==> config.mk <==
export PLATFORM = sky130hd
export DESIGN_NAME = rp_analog_top
export DESIGN_NICKNAME = d
export VERILOG_FILES = /design/src/logic/rp_analog_pkg.sv /design/src/logic/adc_frontend.sv /design/src/logic/axi_lite_regs.sv /design/src/logic/dac_mixer.sv /design/src/logic/p_controller.sv /design/src/logic/rp_analog_top.sv
export SDC_FILE = /design/constraint.sdc
export NUM_CORES = 2
export LEC_CHECK = 0
export ABC_AREA = 0
export ABC_CLOCK_PERIOD_IN_PS = 11420
export BUFFER_PORTS_ARGS = -buffer_cell sky130_fd_sc_hd__buf_2
export CAP_MARGIN = 20
export CELL_PAD_IN_SITES_DETAIL_PLACEMENT = 1
export CELL_PAD_IN_SITES_GLOBAL_PLACEMENT = 2
export CORE_MARGIN = 3
export CORE_UTILIZATION = 44
export DETAILED_ROUTE_END_ITERATION = 16
export PLACE_DENSITY_LB_ADDON = 0.15
export SYNTH_ARGS = -nofsm -noshare
export SYNTH_HDL_FRONTEND = slang
export SYNTH_HIERARCHICAL = 1
export SYNTH_SLANG_ARGS = --single-unit
==> constraint.sdc <==
create_clock -name adc_clk -period 11.42 [get_ports adc_clk]
set_input_delay 2.284 -clock adc_clk [delete_from_list [all_inputs] [get_ports adc_clk]]
set_output_delay 2.284 -clock adc_clk [all_outputs]
set_load 0.02 [all_outputs]
==> src/logic/rp_analog_pkg.sv <==
////////////////////////////////////////
// Shared widths, sample types, register map and AXI4-Lite response codes
// of the analog path. Imported by every RTL block of the design.
////////////////////////////////////////

package rp_analog_pkg;

  //////////////////////////////////////
  // Widths
  //////////////////////////////////////

  localparam int ADC_W      = 16;                 // Raw ADC word
  localparam int SAMPLE_W   = 14;                 // Converter resolution
  localparam int GAIN_W     = 16;                 // Q8.8 gain
  localparam int PROD_W     = SAMPLE_W + GAIN_W;  // Full product, no overflow
  localparam int SUM_W      = SAMPLE_W + 1;       // Mixer sum with carry bit
  localparam int AXI_ADDR_W = 5;
  localparam int AXI_DATA_W = 32;
  localparam int AXI_STRB_W = AXI_DATA_W / 8;

  // Types with a meaning of their own
  typedef logic        [ADC_W-1:0]      adc_raw_t;
  typedef logic signed [SAMPLE_W-1:0]   sample_t;   // Two's complement
  typedef logic        [SAMPLE_W-1:0]   dac_code_t; // Negative-slope offset code
  typedef logic signed [GAIN_W-1:0]     gain_t;     // 256 is unity
  typedef logic        [AXI_ADDR_W-1:0] axi_addr_t;
  typedef logic        [AXI_DATA_W-1:0] axi_data_t;
  typedef logic        [AXI_STRB_W-1:0] axi_strb_t;
  typedef logic        [1:0]            axi_resp_t;

  // Data path constants
  localparam int        ADC_DROP_BITS  = ADC_W - SAMPLE_W; // Unused LSBs of 16-bit ADC
  localparam int        GAIN_FRAC_BITS = 8;
  localparam sample_t   SAMPLE_MAX     = {1'b0, {(SAMPLE_W-1){1'b1}}};
  localparam sample_t   SAMPLE_MIN     = {1'b1, {(SAMPLE_W-1){1'b0}}};
  localparam dac_code_t DAC_ZERO_CODE  = 14'h1FFF;  // Mid scale

  //////////////////////////////////////
  // Register map
  //////////////////////////////////////

  localparam axi_addr_t REG_CTRL    = 5'h00;  // Bit 0 digital loop
  localparam axi_addr_t REG_GAIN_A  = 5'h04;
  localparam axi_addr_t REG_GAIN_B  = 5'h08;
  localparam axi_addr_t REG_LEVEL_A = 5'h0C;
  localparam axi_addr_t REG_LEVEL_B = 5'h10;

  localparam axi_resp_t RESP_OKAY   = 2'b00;
  localparam axi_resp_t RESP_SLVERR = 2'b10;

endpackage

==> src/logic/adc_frontend.sv <==
////////////////////////////////////////
// Pipeline stage 1. Turns raw ADC words into signed samples, or feeds
// the mixer sum back in when digital loopback is on.
////////////////////////////////////////

`timescale 1ns/10ps

module adc_frontend (
  input  logic                   adc_clk,
  input  logic                   arst_n_i,
  input  rp_analog_pkg::adc_raw_t adc_dat_a_i,    // Channel A raw word
  input  rp_analog_pkg::adc_raw_t adc_dat_b_i,    // Channel B raw word
  input  logic                   digital_loop_i, // Loopback enable
  input  rp_analog_pkg::sample_t  dac_sum_a_i,    // Mixer output, A
  input  rp_analog_pkg::sample_t  dac_sum_b_i,    // Mixer output, B
  output rp_analog_pkg::sample_t  sample_a_o,
  output rp_analog_pkg::sample_t  sample_b_o
);

  import rp_analog_pkg::*;

  // Drop LSBs, then offset code to two's complement
  function automatic sample_t adc_to_sample(adc_raw_t raw);
    logic [SAMPLE_W-1:0] code;
    code = raw[ADC_DROP_BITS +: SAMPLE_W];
    // Negative slope: MSB stays, rest inverted
    return sample_t'({code[SAMPLE_W-1], ~code[SAMPLE_W-2:0]});
  endfunction

  sample_t sel_a;  // Stage input after loop mux
  sample_t sel_b;

  always_comb begin
    sel_a = digital_loop_i ? dac_sum_a_i : adc_to_sample(adc_dat_a_i);
    sel_b = digital_loop_i ? dac_sum_b_i : adc_to_sample(adc_dat_b_i);
  end

  //////////////////////////////////////
  // Stage register
  //////////////////////////////////////

  always_ff @(posedge adc_clk or negedge arst_n_i) begin
    if (!arst_n_i) begin
      sample_a_o <= '0;  // Sample zero
      sample_b_o <= '0;
    end else begin
      sample_a_o <= sel_a;
      sample_b_o <= sel_b;
    end
  end

endmodule

==> src/logic/axi_lite_regs.sv <==
////////////////////////////////////////
// AXI4-Lite slave with the loopback bit, per-channel gains and generator
// levels. One write and one read may be outstanding at once.
////////////////////////////////////////

`timescale 1ns/10ps

module axi_lite_regs (
  input  logic                    adc_clk,
  input  logic                    arst_n_i,
  // Write address
  input  logic                    s_awvalid_i,
  output logic                    s_awready_o,
  input  rp_analog_pkg::axi_addr_t s_awaddr_i,
  // Write data
  input  logic                    s_wvalid_i,
  output logic                    s_wready_o,
  input  rp_analog_pkg::axi_data_t s_wdata_i,
  input  rp_analog_pkg::axi_strb_t s_wstrb_i,
  // Write response
  output logic                    s_bvalid_o,
  input  logic                    s_bready_i,
  output rp_analog_pkg::axi_resp_t s_bresp_o,
  // Read address
  input  logic                    s_arvalid_i,
  output logic                    s_arready_o,
  input  rp_analog_pkg::axi_addr_t s_araddr_i,
  // Read data
  output logic                    s_rvalid_o,
  input  logic                    s_rready_i,
  output rp_analog_pkg::axi_data_t s_rdata_o,
  output rp_analog_pkg::axi_resp_t s_rresp_o,
  // Fields
  output logic                    digital_loop_o,
  output rp_analog_pkg::gain_t     gain_a_o,
  output rp_analog_pkg::gain_t     gain_b_o,
  output rp_analog_pkg::sample_t   level_a_o,
  output rp_analog_pkg::sample_t   level_b_o
);

  import rp_analog_pkg::*;

  logic      wr_ready_q;  // Shared AW/W ready pulse
  logic      wr_fire;
  logic      rd_fire;
  axi_data_t wr_merged;   // Old value with strobed bytes replaced

  // Exact match on the five mapped words
  function automatic logic reg_mapped(axi_addr_t addr);
    return (addr == REG_CTRL)    || (addr == REG_GAIN_A) || (addr == REG_GAIN_B) ||
           (addr == REG_LEVEL_A) || (addr == REG_LEVEL_B);
  endfunction

  // Read view of the register file, zero when unmapped
  function automatic axi_data_t reg_read(axi_addr_t addr);
    axi_data_t val;
    case (addr)
      REG_CTRL:    val = {{(AXI_DATA_W-1){1'b0}}, digital_loop_o};
      REG_GAIN_A:  val = {{(AXI_DATA_W-GAIN_W){1'b0}}, gain_a_o};
      REG_GAIN_B:  val = {{(AXI_DATA_W-GAIN_W){1'b0}}, gain_b_o};
      REG_LEVEL_A: val = {{(AXI_DATA_W-SAMPLE_W){level_a_o[SAMPLE_W-1]}}, level_a_o}; // Sign ext
      REG_LEVEL_B: val = {{(AXI_DATA_W-SAMPLE_W){level_b_o[SAMPLE_W-1]}}, level_b_o};
      default:     val = '0;
    endcase
    return val;
  endfunction

  // Byte lane merge
  function automatic axi_data_t apply_strb(axi_data_t old_val, axi_data_t new_val,
                                           axi_strb_t strb);
    axi_data_t res;
    int        i;
    for (i = 0; i < AXI_STRB_W; i++) begin
      res[8*i +: 8] = strb[i] ? new_val[8*i +: 8] : old_val[8*i +: 8];
    end
    return res;
  endfunction

  assign s_awready_o = wr_ready_q;
  assign s_wready_o  = wr_ready_q;
  assign wr_fire     = wr_ready_q & s_awvalid_i & s_wvalid_i;
  assign rd_fire     = s_arready_o & s_arvalid_i;

  always_comb begin
    wr_merged = apply_strb(reg_read(s_awaddr_i), s_wdata_i, s_wstrb_i);
  end

  //////////////////////////////////////
  // Write channel
  //////////////////////////////////////

  always_ff @(posedge adc_clk or negedge arst_n_i) begin
    if (!arst_n_i) begin
      wr_ready_q <= 1'b0;
      s_bvalid_o <= 1'b0;
      s_bresp_o  <= RESP_OKAY;
    end else begin
      // One-cycle pulse, never while a response waits
      wr_ready_q <= s_awvalid_i & s_wvalid_i & ~s_bvalid_o & ~wr_ready_q;
      if (wr_fire) begin
        s_bvalid_o <= 1'b1;
        s_bresp_o  <= reg_mapped(s_awaddr_i) ? RESP_OKAY : RESP_SLVERR;
      end else if (s_bready_i) begin
        s_bvalid_o <= 1'b0;  // Response taken
      end
    end
  end

  // Field update on the handshake cycle
  always_ff @(posedge adc_clk or negedge arst_n_i) begin
    if (!arst_n_i) begin
      digital_loop_o <= 1'b0;
      gain_a_o       <= '0;
      gain_b_o       <= '0;
      level_a_o      <= '0;
      level_b_o      <= '0;
    end else if (wr_fire) begin
      case (s_awaddr_i)
        REG_CTRL:    digital_loop_o <= wr_merged[0];
        REG_GAIN_A:  gain_a_o       <= gain_t'(wr_merged[GAIN_W-1:0]);
        REG_GAIN_B:  gain_b_o       <= gain_t'(wr_merged[GAIN_W-1:0]);
        REG_LEVEL_A: level_a_o      <= sample_t'(wr_merged[SAMPLE_W-1:0]);
        REG_LEVEL_B: level_b_o      <= sample_t'(wr_merged[SAMPLE_W-1:0]);
        default:     ;  // Unmapped, nothing changes
      endcase
    end
  end

  //////////////////////////////////////
  // Read channel
  //////////////////////////////////////

  always_ff @(posedge adc_clk or negedge arst_n_i) begin
    if (!arst_n_i) begin
      s_arready_o <= 1'b0;
      s_rvalid_o  <= 1'b0;
      s_rdata_o   <= '0;
      s_rresp_o   <= RESP_OKAY;
    end else begin
      s_arready_o <= s_arvalid_i & ~s_rvalid_o & ~s_arready_o;
      if (rd_fire) begin
        s_rvalid_o <= 1'b1;
        s_rdata_o  <= reg_read(s_araddr_i);
        s_rresp_o  <= reg_mapped(s_araddr_i) ? RESP_OKAY : RESP_SLVERR;
      end else if (s_rready_i) begin
        s_rvalid_o <= 1'b0;  // Data held until taken
      end
    end
  end

endmodule

==> src/logic/dac_mixer.sv <==
////////////////////////////////////////
// Pipeline stage 3. Generator level plus feedback with saturation; gives
// the signed sum for loopback and the negative-slope DAC code.
////////////////////////////////////////

`timescale 1ns/10ps

module dac_mixer (
  input  logic                    adc_clk,
  input  logic                    arst_n_i,
  input  rp_analog_pkg::sample_t   fb_a_i,       // Controller term
  input  rp_analog_pkg::sample_t   fb_b_i,
  input  rp_analog_pkg::sample_t   level_a_i,    // Generator DC level
  input  rp_analog_pkg::sample_t   level_b_i,
  output rp_analog_pkg::sample_t   dac_sum_a_o,  // Saturated sum, to frontend
  output rp_analog_pkg::sample_t   dac_sum_b_o,
  output rp_analog_pkg::dac_code_t dac_a_o,      // DAC code, channel A
  output rp_analog_pkg::dac_code_t dac_b_o
);

  import rp_analog_pkg::*;

  // Sum in one extra bit, clamp on overflow
  function automatic sample_t sat_add(sample_t lvl, sample_t fb);
    logic signed [SUM_W-1:0] sum;
    sample_t                 res;
    sum = lvl + fb;
    if (sum[SUM_W-1] != sum[SUM_W-2]) begin
      res = sum[SUM_W-1] ? SAMPLE_MIN : SAMPLE_MAX;  // Sign bit tells direction
    end else begin
      res = sample_t'(sum[SAMPLE_W-1:0]);
    end
    return res;
  endfunction

  // Two's complement back to negative-slope offset code
  function automatic dac_code_t to_dac_code(sample_t smp);
    return {smp[SAMPLE_W-1], ~smp[SAMPLE_W-2:0]};
  endfunction

  sample_t sum_a;
  sample_t sum_b;

  always_comb begin
    sum_a = sat_add(level_a_i, fb_a_i);
    sum_b = sat_add(level_b_i, fb_b_i);
  end

  //////////////////////////////////////
  // Output registers
  //////////////////////////////////////

  always_ff @(posedge adc_clk or negedge arst_n_i) begin
    if (!arst_n_i) begin
      dac_sum_a_o <= '0;
      dac_sum_b_o <= '0;
      dac_a_o     <= DAC_ZERO_CODE;  // Code of sample zero
      dac_b_o     <= DAC_ZERO_CODE;
    end else begin
      dac_sum_a_o <= sum_a;
      dac_sum_b_o <= sum_b;
      dac_a_o     <= to_dac_code(sum_a);
      dac_b_o     <= to_dac_code(sum_b);
    end
  end

endmodule

==> src/logic/p_controller.sv <==
////////////////////////////////////////
// Pipeline stage 2. Proportional-only feedback per channel: sample times
// Q8.8 gain, scaled back and clamped to the sample range.
////////////////////////////////////////

`timescale 1ns/10ps

module p_controller (
  input  logic                  adc_clk,
  input  logic                  arst_n_i,
  input  rp_analog_pkg::sample_t sample_a_i,
  input  rp_analog_pkg::sample_t sample_b_i,
  input  rp_analog_pkg::gain_t   gain_a_i,   // Q8.8, 256 is unity
  input  rp_analog_pkg::gain_t   gain_b_i,
  output rp_analog_pkg::sample_t fb_a_o,     // Feedback term to mixer
  output rp_analog_pkg::sample_t fb_b_o
);

  import rp_analog_pkg::*;

  // Multiply, drop fraction bits, saturate
  function automatic sample_t scale_sat(sample_t smp, gain_t gain);
    logic signed [PROD_W-1:0] prod;
    logic signed [PROD_W-1:0] shifted;
    sample_t                  res;
    prod    = smp * gain;                // Both signed, full width
    shifted = prod >>> GAIN_FRAC_BITS;   // Arithmetic, keeps sign
    if (shifted > SAMPLE_MAX) begin
      res = SAMPLE_MAX;
    end else if (shifted < SAMPLE_MIN) begin
      res = SAMPLE_MIN;
    end else begin
      res = sample_t'(shifted[SAMPLE_W-1:0]);  // In range, plain truncation
    end
    return res;
  endfunction

  sample_t fb_a;
  sample_t fb_b;

  always_comb begin
    fb_a = scale_sat(sample_a_i, gain_a_i);
    fb_b = scale_sat(sample_b_i, gain_b_i);
  end

  //////////////////////////////////////
  // Stage register
  //////////////////////////////////////

  always_ff @(posedge adc_clk or negedge arst_n_i) begin
    if (!arst_n_i) begin
      fb_a_o <= '0;
      fb_b_o <= '0;
    end else begin
      fb_a_o <= fb_a;
      fb_b_o <= fb_b;
    end
  end

endmodule

==> src/logic/rp_analog_top.sv <==
////////////////////////////////////////
// Analog signal path top level. Frontend, P controller and mixer form a
// three-stage pipeline on adc_clk, set up over AXI4-Lite.
////////////////////////////////////////

`timescale 1ns/10ps

module rp_analog_top (
  input  logic                    adc_clk,      // 125 MHz
  input  logic                    arst_n_i,
  // ADC
  input  rp_analog_pkg::adc_raw_t  adc_dat_a_i,
  input  rp_analog_pkg::adc_raw_t  adc_dat_b_i,
  // DAC, one port per channel
  output rp_analog_pkg::dac_code_t dac_a_o,
  output rp_analog_pkg::dac_code_t dac_b_o,
  // AXI4-Lite slave
  input  logic                    s_awvalid_i,
  output logic                    s_awready_o,
  input  rp_analog_pkg::axi_addr_t s_awaddr_i,
  input  logic                    s_wvalid_i,
  output logic                    s_wready_o,
  input  rp_analog_pkg::axi_data_t s_wdata_i,
  input  rp_analog_pkg::axi_strb_t s_wstrb_i,
  output logic                    s_bvalid_o,
  input  logic                    s_bready_i,
  output rp_analog_pkg::axi_resp_t s_bresp_o,
  input  logic                    s_arvalid_i,
  output logic                    s_arready_o,
  input  rp_analog_pkg::axi_addr_t s_araddr_i,
  output logic                    s_rvalid_o,
  input  logic                    s_rready_i,
  output rp_analog_pkg::axi_data_t s_rdata_o,
  output rp_analog_pkg::axi_resp_t s_rresp_o
);

  import rp_analog_pkg::*;

  logic    digital_loop;
  gain_t   gain_a, gain_b;
  sample_t level_a, level_b;
  sample_t sample_a, sample_b;    // Stage 1 out
  sample_t fb_a, fb_b;            // Stage 2 out
  sample_t dac_sum_a, dac_sum_b;  // Stage 3 out, loopback source

  //////////////////////////////////////
  // Configuration
  //////////////////////////////////////

  axi_lite_regs axi_lite_regs_inst (
    .adc_clk        (adc_clk),
    .arst_n_i       (arst_n_i),
    .s_awvalid_i    (s_awvalid_i),
    .s_awready_o    (s_awready_o),
    .s_awaddr_i     (s_awaddr_i),
    .s_wvalid_i     (s_wvalid_i),
    .s_wready_o     (s_wready_o),
    .s_wdata_i      (s_wdata_i),
    .s_wstrb_i      (s_wstrb_i),
    .s_bvalid_o     (s_bvalid_o),
    .s_bready_i     (s_bready_i),
    .s_bresp_o      (s_bresp_o),
    .s_arvalid_i    (s_arvalid_i),
    .s_arready_o    (s_arready_o),
    .s_araddr_i     (s_araddr_i),
    .s_rvalid_o     (s_rvalid_o),
    .s_rready_i     (s_rready_i),
    .s_rdata_o      (s_rdata_o),
    .s_rresp_o      (s_rresp_o),
    .digital_loop_o (digital_loop),
    .gain_a_o       (gain_a),
    .gain_b_o       (gain_b),
    .level_a_o      (level_a),
    .level_b_o      (level_b)
  );

  //////////////////////////////////////
  // Data path, one edge per stage
  //////////////////////////////////////

  adc_frontend adc_frontend_inst (
    .adc_clk        (adc_clk),
    .arst_n_i       (arst_n_i),
    .adc_dat_a_i    (adc_dat_a_i),
    .adc_dat_b_i    (adc_dat_b_i),
    .digital_loop_i (digital_loop),
    .dac_sum_a_i    (dac_sum_a),   // Loop closes here
    .dac_sum_b_i    (dac_sum_b),
    .sample_a_o     (sample_a),
    .sample_b_o     (sample_b)
  );

  p_controller p_controller_inst (
    .adc_clk    (adc_clk),
    .arst_n_i   (arst_n_i),
    .sample_a_i (sample_a),
    .sample_b_i (sample_b),
    .gain_a_i   (gain_a),
    .gain_b_i   (gain_b),
    .fb_a_o     (fb_a),
    .fb_b_o     (fb_b)
  );

  dac_mixer dac_mixer_inst (
    .adc_clk     (adc_clk),
    .arst_n_i    (arst_n_i),
    .fb_a_i      (fb_a),
    .fb_b_i      (fb_b),
    .level_a_i   (level_a),
    .level_b_i   (level_b),
    .dac_sum_a_o (dac_sum_a),
    .dac_sum_b_o (dac_sum_b),
    .dac_a_o     (dac_a_o),
    .dac_b_o     (dac_b_o)
  );

endmodule

; Word-level counts from Yosys, hierarchy flattened
; Index checks and enable logic that the tools add are counted.
[word_totals]
wordCells = 91
input_bits = 85
out_inout_bits = 69
memories = 0
ramBits = 0
romBits = 0
ff_bits = 213
latch_bits = 0
[classes]
bitwise = 16
reduce_logical = 17
addsub = 2
n_eq_ne = 10
n_mux = 20
order_cmp = 4
n_shift = 0
mul = 2
div_mod_pow = 0
[ops]
columns = operator, n
row1 = case mux 32 bit (5 select lines), 1
row2 = 2-to-1 mux 14 bit, 10
row3 = case mux 16 bit (4 select lines), 1
row4 = multiplier 14 x 16 -> 30 bit, 2
row5 = NOT 13 bit, 4
row6 = greater-than comparator 22 x 14 -> 1 bit (second input constant), 2
row7 = less-than comparator 22 x 14 -> 1 bit (second input constant), 2
row8 = adder 14 x 14 -> 15 bit, 2
row9 = equality test 5 x 4 -> 1 bit (second input constant), 4
row10 = 2-to-1 mux 8 bit, 2
row11 = equality test 5 x 3 -> 1 bit (second input constant), 2
row12 = equality test 5 bit (second input constant), 2
row13 = logical NOT 5 bit, 2
row14 = AND reduction 2 bit, 5
row15 = bitwise AND 1 bit, 8
row16 = logical OR 1 bit, 8
row17 = 2-to-1 mux 1 bit, 4
row18 = 2-to-1 mux 2 bit, 2
row19 = NOT 1 bit, 4
row20 = nonzero test 2 bit, 2
row21 = inequality test 1 bit, 2

; Longest topological paths before layout
[logic_depth]
depth_word = 6
depth_mapped = 26

; Hierarchy
; The synthesis kept the hierarchy.
[modules_own_cells]
columns = module, area_each_um2, seq_area_each_um2, instances, cells_each
row1 = p_controller, 17698.2, 700.7, 1, 1933
row2 = axi_lite_regs, 4439.3, 2102.0, 1, 453
row3 = dac_mixer, 3194.3, 1383.8, 1, 307
row4 = adc_frontend, 1101.1, 700.7, 1, 88

; Least setup slack after synthesis
; OpenSTA, ideal clock, no wires.
[synth_path]
path_kind = reg-to-reg
start = register axi_lite_regs_inst.gain_a_o[15]
end = register p_controller_inst.fb_a_o[11]
path_slack_ns = 4.647
arrival_ns = 6.699
period_less_slack_ns = 6.773
path_stages_with_launch = 24
path_buffers = 2
setup_time_ns = 0.074
path_cell_list = dfrtp_1 -> clkbuf_1 -> nand2_1 -> fa_1 -> fa_1 -> fa_1 -> fa_1 -> inv_1 -> fa_1 -> inv_1 -> fa_1 -> inv_1 -> ha_1 -> o21ai_0 -> o2111ai_1 -> a31o_2 -> a31o_2 -> a41o_1 -> a21oi_1 -> xor2_1 -> or4_1 -> o221a_4 -> buf_6 -> o21ai_2
[synth_between]
elab_chain_cells = 4
elab_cells_between_ends = 5
cone_classes = mul: 1 / order compare: 2 / mux: 2
[synth_rtl]
columns = item, line
row1 = start: declaration, axi_lite_regs.sv:35  ; output rp_analog_pkg::gain_t gain_a_o,
row2 = start signal: assignment, axi_lite_regs.sv:120  ; REG_GAIN_A: gain_a_o <= gain_t'(wr_merged[GAIN_W-1:0]);
row3 = multiplier 14 x 16 -> 30 bit (*), p_controller.sv:26  ; prod = smp * gain;
row4 = less-than comparator 22 x 14 -> 1 bit, p_controller.sv:30  ; end else if (shifted < SAMPLE_MIN) begin
row5 = 2-to-1 mux 14 bit, p_controller.sv:30
row6 = 2-to-1 mux 14 bit (*), p_controller.sv:28  ; if (shifted > SAMPLE_MAX) begin
row7 = net p_controller_inst.fb_a[11], p_controller.sv:38  ; sample_t fb_a;
row8 = end signal: assignment, p_controller.sv:52  ; fb_a_o <= '0;
row9 = end signal: assignment, p_controller.sv:55  ; fb_a_o <= fb_a;
row10 = end: declaration, p_controller.sv:15  ; output rp_analog_pkg::sample_t fb_a_o,
; Mark *: on every way through the listed nets, which the timed path passes. The rest lies on a longest branch.
; A chain may end at the register's enable or synchronous reset.

; Worst setup path after layout
[layout_path]
start = register adc_frontend_inst.sample_a_o[5]
end = register p_controller_inst.fb_a_o[1]
[layout_between]
elab_chain_cells = 4
elab_cells_between_ends = 5
cone_classes = mul: 1 / order compare: 2 / mux: 2
[layout_rtl]
columns = item, line
row1 = start: declaration, adc_frontend.sv:16  ; output rp_analog_pkg::sample_t sample_a_o,
row2 = start signal: assignment, adc_frontend.sv:47  ; sample_a_o <= sel_a;
row3 = multiplier 14 x 16 -> 30 bit (*), p_controller.sv:26
row4 = less-than comparator 22 x 14 -> 1 bit, p_controller.sv:30
row5 = 2-to-1 mux 14 bit, p_controller.sv:30
row6 = 2-to-1 mux 14 bit (*), p_controller.sv:28
row7 = net p_controller_inst.fb_a[1], p_controller.sv:38
; Marked as above.

==> results summary <==
The flow ran to the end, and the final reports show no timing, DRC or antenna violations. The leakage component of the power came out at 14.0 nW. The area of placed instances came out at 0.0275 mm2. The number of antenna violations at the first check in global routing came out at 7. The initialized floorplan defines 89 standard-cell rows. The number of global-route vias before repair is 22000. The layout overhead on the synthesized area is 6.44%. The iteration count of the initial detailed-routing pass came out at 5. The largest total area in the synthesized netlist belongs to sky130_fd_sc_hd__fa_1. The portion of the post-synthesis area used by sequential elements is 0.185. Setup violations remaining at the end of the flow were counted as 0. The clock-pin slew of the registers on the worst-case setup and hold paths is 0.08 ns. In the routed layout, each cell is associated on average with a via count of 5.39. The final hold violation count came out at 0. The post-detailed-route wirelength per cell is 21.4 um. The CTS tree is built. Measured along the y axis, the die boundary spans 251 um. The proportion of layout cells with a drive suffix above 1 came out at 0.100. The power density over cell area came out at 179 mW/mm2.

The count of pins on the block boundary is 154. The largest voltage drop on the vdd net came out at 121 uV. After detailed routing, the total wire length is 77.2 mm. The final setup slack of the worst path came out at 3.19 ns. The total count of max-transition violations in the final report is 0. The final worst clock skew is 0.0138 ns. The count of unresolved DRC violations after routing is 0. The max-cap check violation count is 0. The total power is 0.00504 W. Setup repair after global routing left no endpoint under its margin. The total area inside the core boundary comes to 0.0592 mm2. The headroom to the max-slew limit came out at 0.291. In this run, synthesis inferred 0 flip-flops with an integrated enable. The post-CTS setup repair buffer count is 0. In this run the worst hold path is classified as reg -> reg. In the final layout, the registers with the most flip-flops are axi_lite_regs_inst/s_rdata_o: 17 flops, axi_lite_regs_inst/gain_a_o: 16 flops, axi_lite_regs_inst/gain_b_o: 16 flops. The number of distinct standard cells referenced by the synthesized netlist is 92. The wire length on met3 is 3.04 mm. The total of hold buffers inserted after clock tree synthesis is 0.

Wire segments on met2 add up to 36.6 mm in the final route. Data on the critical path is required at its endpoint by 11.62 ns. The total grt overflow came out at 0.

In the synthesized netlist the dominant register cell turns out to be sky130_fd_sc_hd__dfrtp_1. The summed negative setup slack over all endpoints is 0 ns. After filler insertion, the fill cell instance count of the layout stands at 6798. The proportion of synthesized flip-flops having asynchronous set or reset came out at 1.00. The number of buffer cells added on primary ports is 129. The highest clock rate is 121 MHz. The deepest level of the CTS H-tree is 4. Routed signal wires occupy layers up through met4. The setup path with the least slack is of type reg -> reg. Yosys printed 6 warnings. The per-instance average area after synthesis is 9.50 um2.

Yosys attributes the largest share of cell area to sky130_fd_sc_hd__fa_1, sky130_fd_sc_hd__dfrtp_1, sky130_fd_sc_hd__ha_1, sky130_fd_sc_hd__inv_1, sky130_fd_sc_hd__and2_1. Counting instances in the post-synthesis netlist gives the leading cell types as sky130_fd_sc_hd__inv_1, sky130_fd_sc_hd__fa_1, sky130_fd_sc_hd__nand2_1. axi_lite_regs_inst/s_rdata_o holds more flip-flops than any other register. The synthesized cell area is 0.0264 mm2. The cell sitting at the root of the clock tree is a sky130_fd_sc_hd__clkbuf_16. Gates resized during post-CTS repair numbered 0. The die area came out at 0.0631 mm2. The half-perimeter wire length of the detailed placement result came out at 61.7 mm. The worst-case register-to-register setup slack is 3.19 ns. No sink is reached through more buffers than the 2 on the longest clock path. For this run, the total global-route usage over all layers was measured as 0.253.

The data arrival time at the worst-slack endpoint came out at 8.43 ns. Across all hold checks on the routed design, the worst slack comes to 0.446 ns. Counting the buffers created by CTS gives 17. For this configuration, the core starts out at a cell density of 0.446. The vias after detailed routing came out at 19400. The final layout contains 3497 nets. The final design instance area without fill is 0.0281 mm2. Along the worst path, the maximum fanout reaches 16. The routed metal-1 wire length is 36.2 mm. The sort of element at the start of the critical path is a flip-flop.

The largest net degree at the start of global routing came out at 95. The pin slew with the least headroom to its limit is 1.06 ns. The count of clock tree sinks is 194. The post-synthesis cell count came out at 2781. Once detail routing completed, the nets flagged for antenna violations numbered 0. The register with the most flip-flops in the layout has 17 of them. The shortest period the worst path allows is 8.23 ns. The later-pin clock latency in the skew report is 0.46 ns. The detailed router's first-iteration violation count came out at 936.

The critical path endpoint category is a flip-flop. Among all cell types in the netlist, the one instantiated most often is sky130_fd_sc_hd__inv_1. The die is 251 um wide. At the end of routability-driven placement, the weighted congestion stood at 0.860. The final clock period utilization by the worst path is 0.721. The fraction of post-synthesis cell area in the top cell type by area came out at 0.332. In this run, synthesis produced a sequential element count of 194. The first global-routing pass estimated 124 mm of wire. The worst setup slack after placement came out at 3.23 ns.
## where the power goes
| part | switching (W) | internal [W] | total [W] | leakage, nW |
|---|---|---|---|---|
| combinational | 0.00207 | 0.00128 | 0.00335 | 11.3 |
| clock | 0.000292 | 0.000309 | 0.000601 | 0.279 |
| sequential | 0.000173 | 0.000916 | 0.00109 | 2.38 |
| total | 0.00254 | 0.00250 | 0.00504 | 14.0 |
## area by class of cell
| class | instances | area (um2) | share of cell area |
|---|---|---|---|
| tap | 773 | 967 | 0.0344 |
| clock inverter | 14 | 153 | 0.00543 |
| sequential | 194 | 4890 | 0.174 |
| timing repair buffer | 148 | 802 | 0.0285 |
| clock buffer | 18 | 429 | 0.0153 |
| multi-input combinational | 1909 | 18800 | 0.670 |
| antenna | 7 | 17.5 | 0.000623 |
| inverter | 540 | 2030 | 0.0721 |
## worst max-delay path, cell delays in order (launching register included)
cell and delay (ns):
sky130_fd_sc_hd__dfrtp_1 1.04, sky130_fd_sc_hd__nand2_1 0.31, sky130_fd_sc_hd__inv_1 0.14, sky130_fd_sc_hd__fa_1 0.55
sky130_fd_sc_hd__fa_1 0.52, sky130_fd_sc_hd__fa_1 0.51, sky130_fd_sc_hd__fa_1 0.49, sky130_fd_sc_hd__inv_1 0.05
sky130_fd_sc_hd__fa_1 0.45, sky130_fd_sc_hd__fa_1 0.51, sky130_fd_sc_hd__inv_1 0.04, sky130_fd_sc_hd__ha_1 0.38
sky130_fd_sc_hd__a21oi_1 0.25, sky130_fd_sc_hd__a21boi_0 0.22, sky130_fd_sc_hd__o21ai_0 0.20, sky130_fd_sc_hd__a31o_2 0.28
sky130_fd_sc_hd__a41o_1 0.25, sky130_fd_sc_hd__xor2_1 0.16, sky130_fd_sc_hd__a211oi_1 0.33, sky130_fd_sc_hd__a31oi_1 0.16
sky130_fd_sc_hd__o211ai_2 0.64, sky130_fd_sc_hd__o21ai_0 0.50
## kinds of logic after synthesis
kind of cell,after synthesis,synth area share
xor gates and xnor gates,78,0.0258
buffers and inverters,679,0.103
AOI/OAI and AO/OA,431,0.118
other,1,0.000142
muxes,18,0.00824
adders and majority gates,606,0.411
and+or+nand+nor,774,0.149
DFF,194,0.185
## cell usage in the layout, fill, tap and decap left out, types with 26 or more instances in the layout
cell type / netlist / final
sky130_fd_sc_hd__dfstp_2: 26 / 26
sky130_fd_sc_hd__a21oi_1: 62 / 62
sky130_fd_sc_hd__buf_2: 22 / 128
sky130_fd_sc_hd__a21o_1: 40 / 40
sky130_fd_sc_hd__nand2_1: 260 / 260
sky130_fd_sc_hd__a31oi_1: 63 / 63
sky130_fd_sc_hd__nor2_1: 129 / 129
sky130_fd_sc_hd__o21ai_2: 30 / 30
sky130_fd_sc_hd__dfrtp_1: 168 / 167
sky130_fd_sc_hd__inv_1: 539 / 539
sky130_fd_sc_hd__xnor2_1: 53 / 53
sky130_fd_sc_hd__nor3b_1: 33 / 33
sky130_fd_sc_hd__ha_1: 164 / 164
sky130_fd_sc_hd__and2_1: 240 / 240
sky130_fd_sc_hd__fa_1: 438 / 438
sky130_fd_sc_hd__o21ai_0: 48 / 48
## per-layer routing
layer	track usage	vias up
met4	0.0608	0
li1	-	8791
met3	0.0298	60
met1	0.360	10200
met2	0.418	345
met5	0	-
## metrics by stage
step                instances   util
finish                   3603  0.475
global route             3597  0.475
CTS                      3594  0.474
detailed placement       3562  0.464
global placement         3562  0.464
floorplan                2782      -
## final timing paths
kind / from / end / depth (start not counted)
worst min register to register: dac_mixer_inst/dac_sum_b_o[5] / adc_frontend_inst/sample_b_o[5] / 2
worst min-delay path: dac_mixer_inst/dac_sum_b_o[5] / adc_frontend_inst/sample_b_o[5] / 2
max in group asynchronous: arst_n_i / adc_frontend_inst/sample_b_o[0] / 3
worst max register to register: adc_frontend_inst/sample_a_o[5] / p_controller_inst/fb_a_o[1] / 21
min in group asynchronous: arst_n_i / dac_mixer_inst/dac_sum_a_o[6] / 1
worst max-delay path: adc_frontend_inst/sample_a_o[5] / p_controller_inst/fb_a_o[1] / 21
Note: power is estimated with default switching activity, not from simulation.
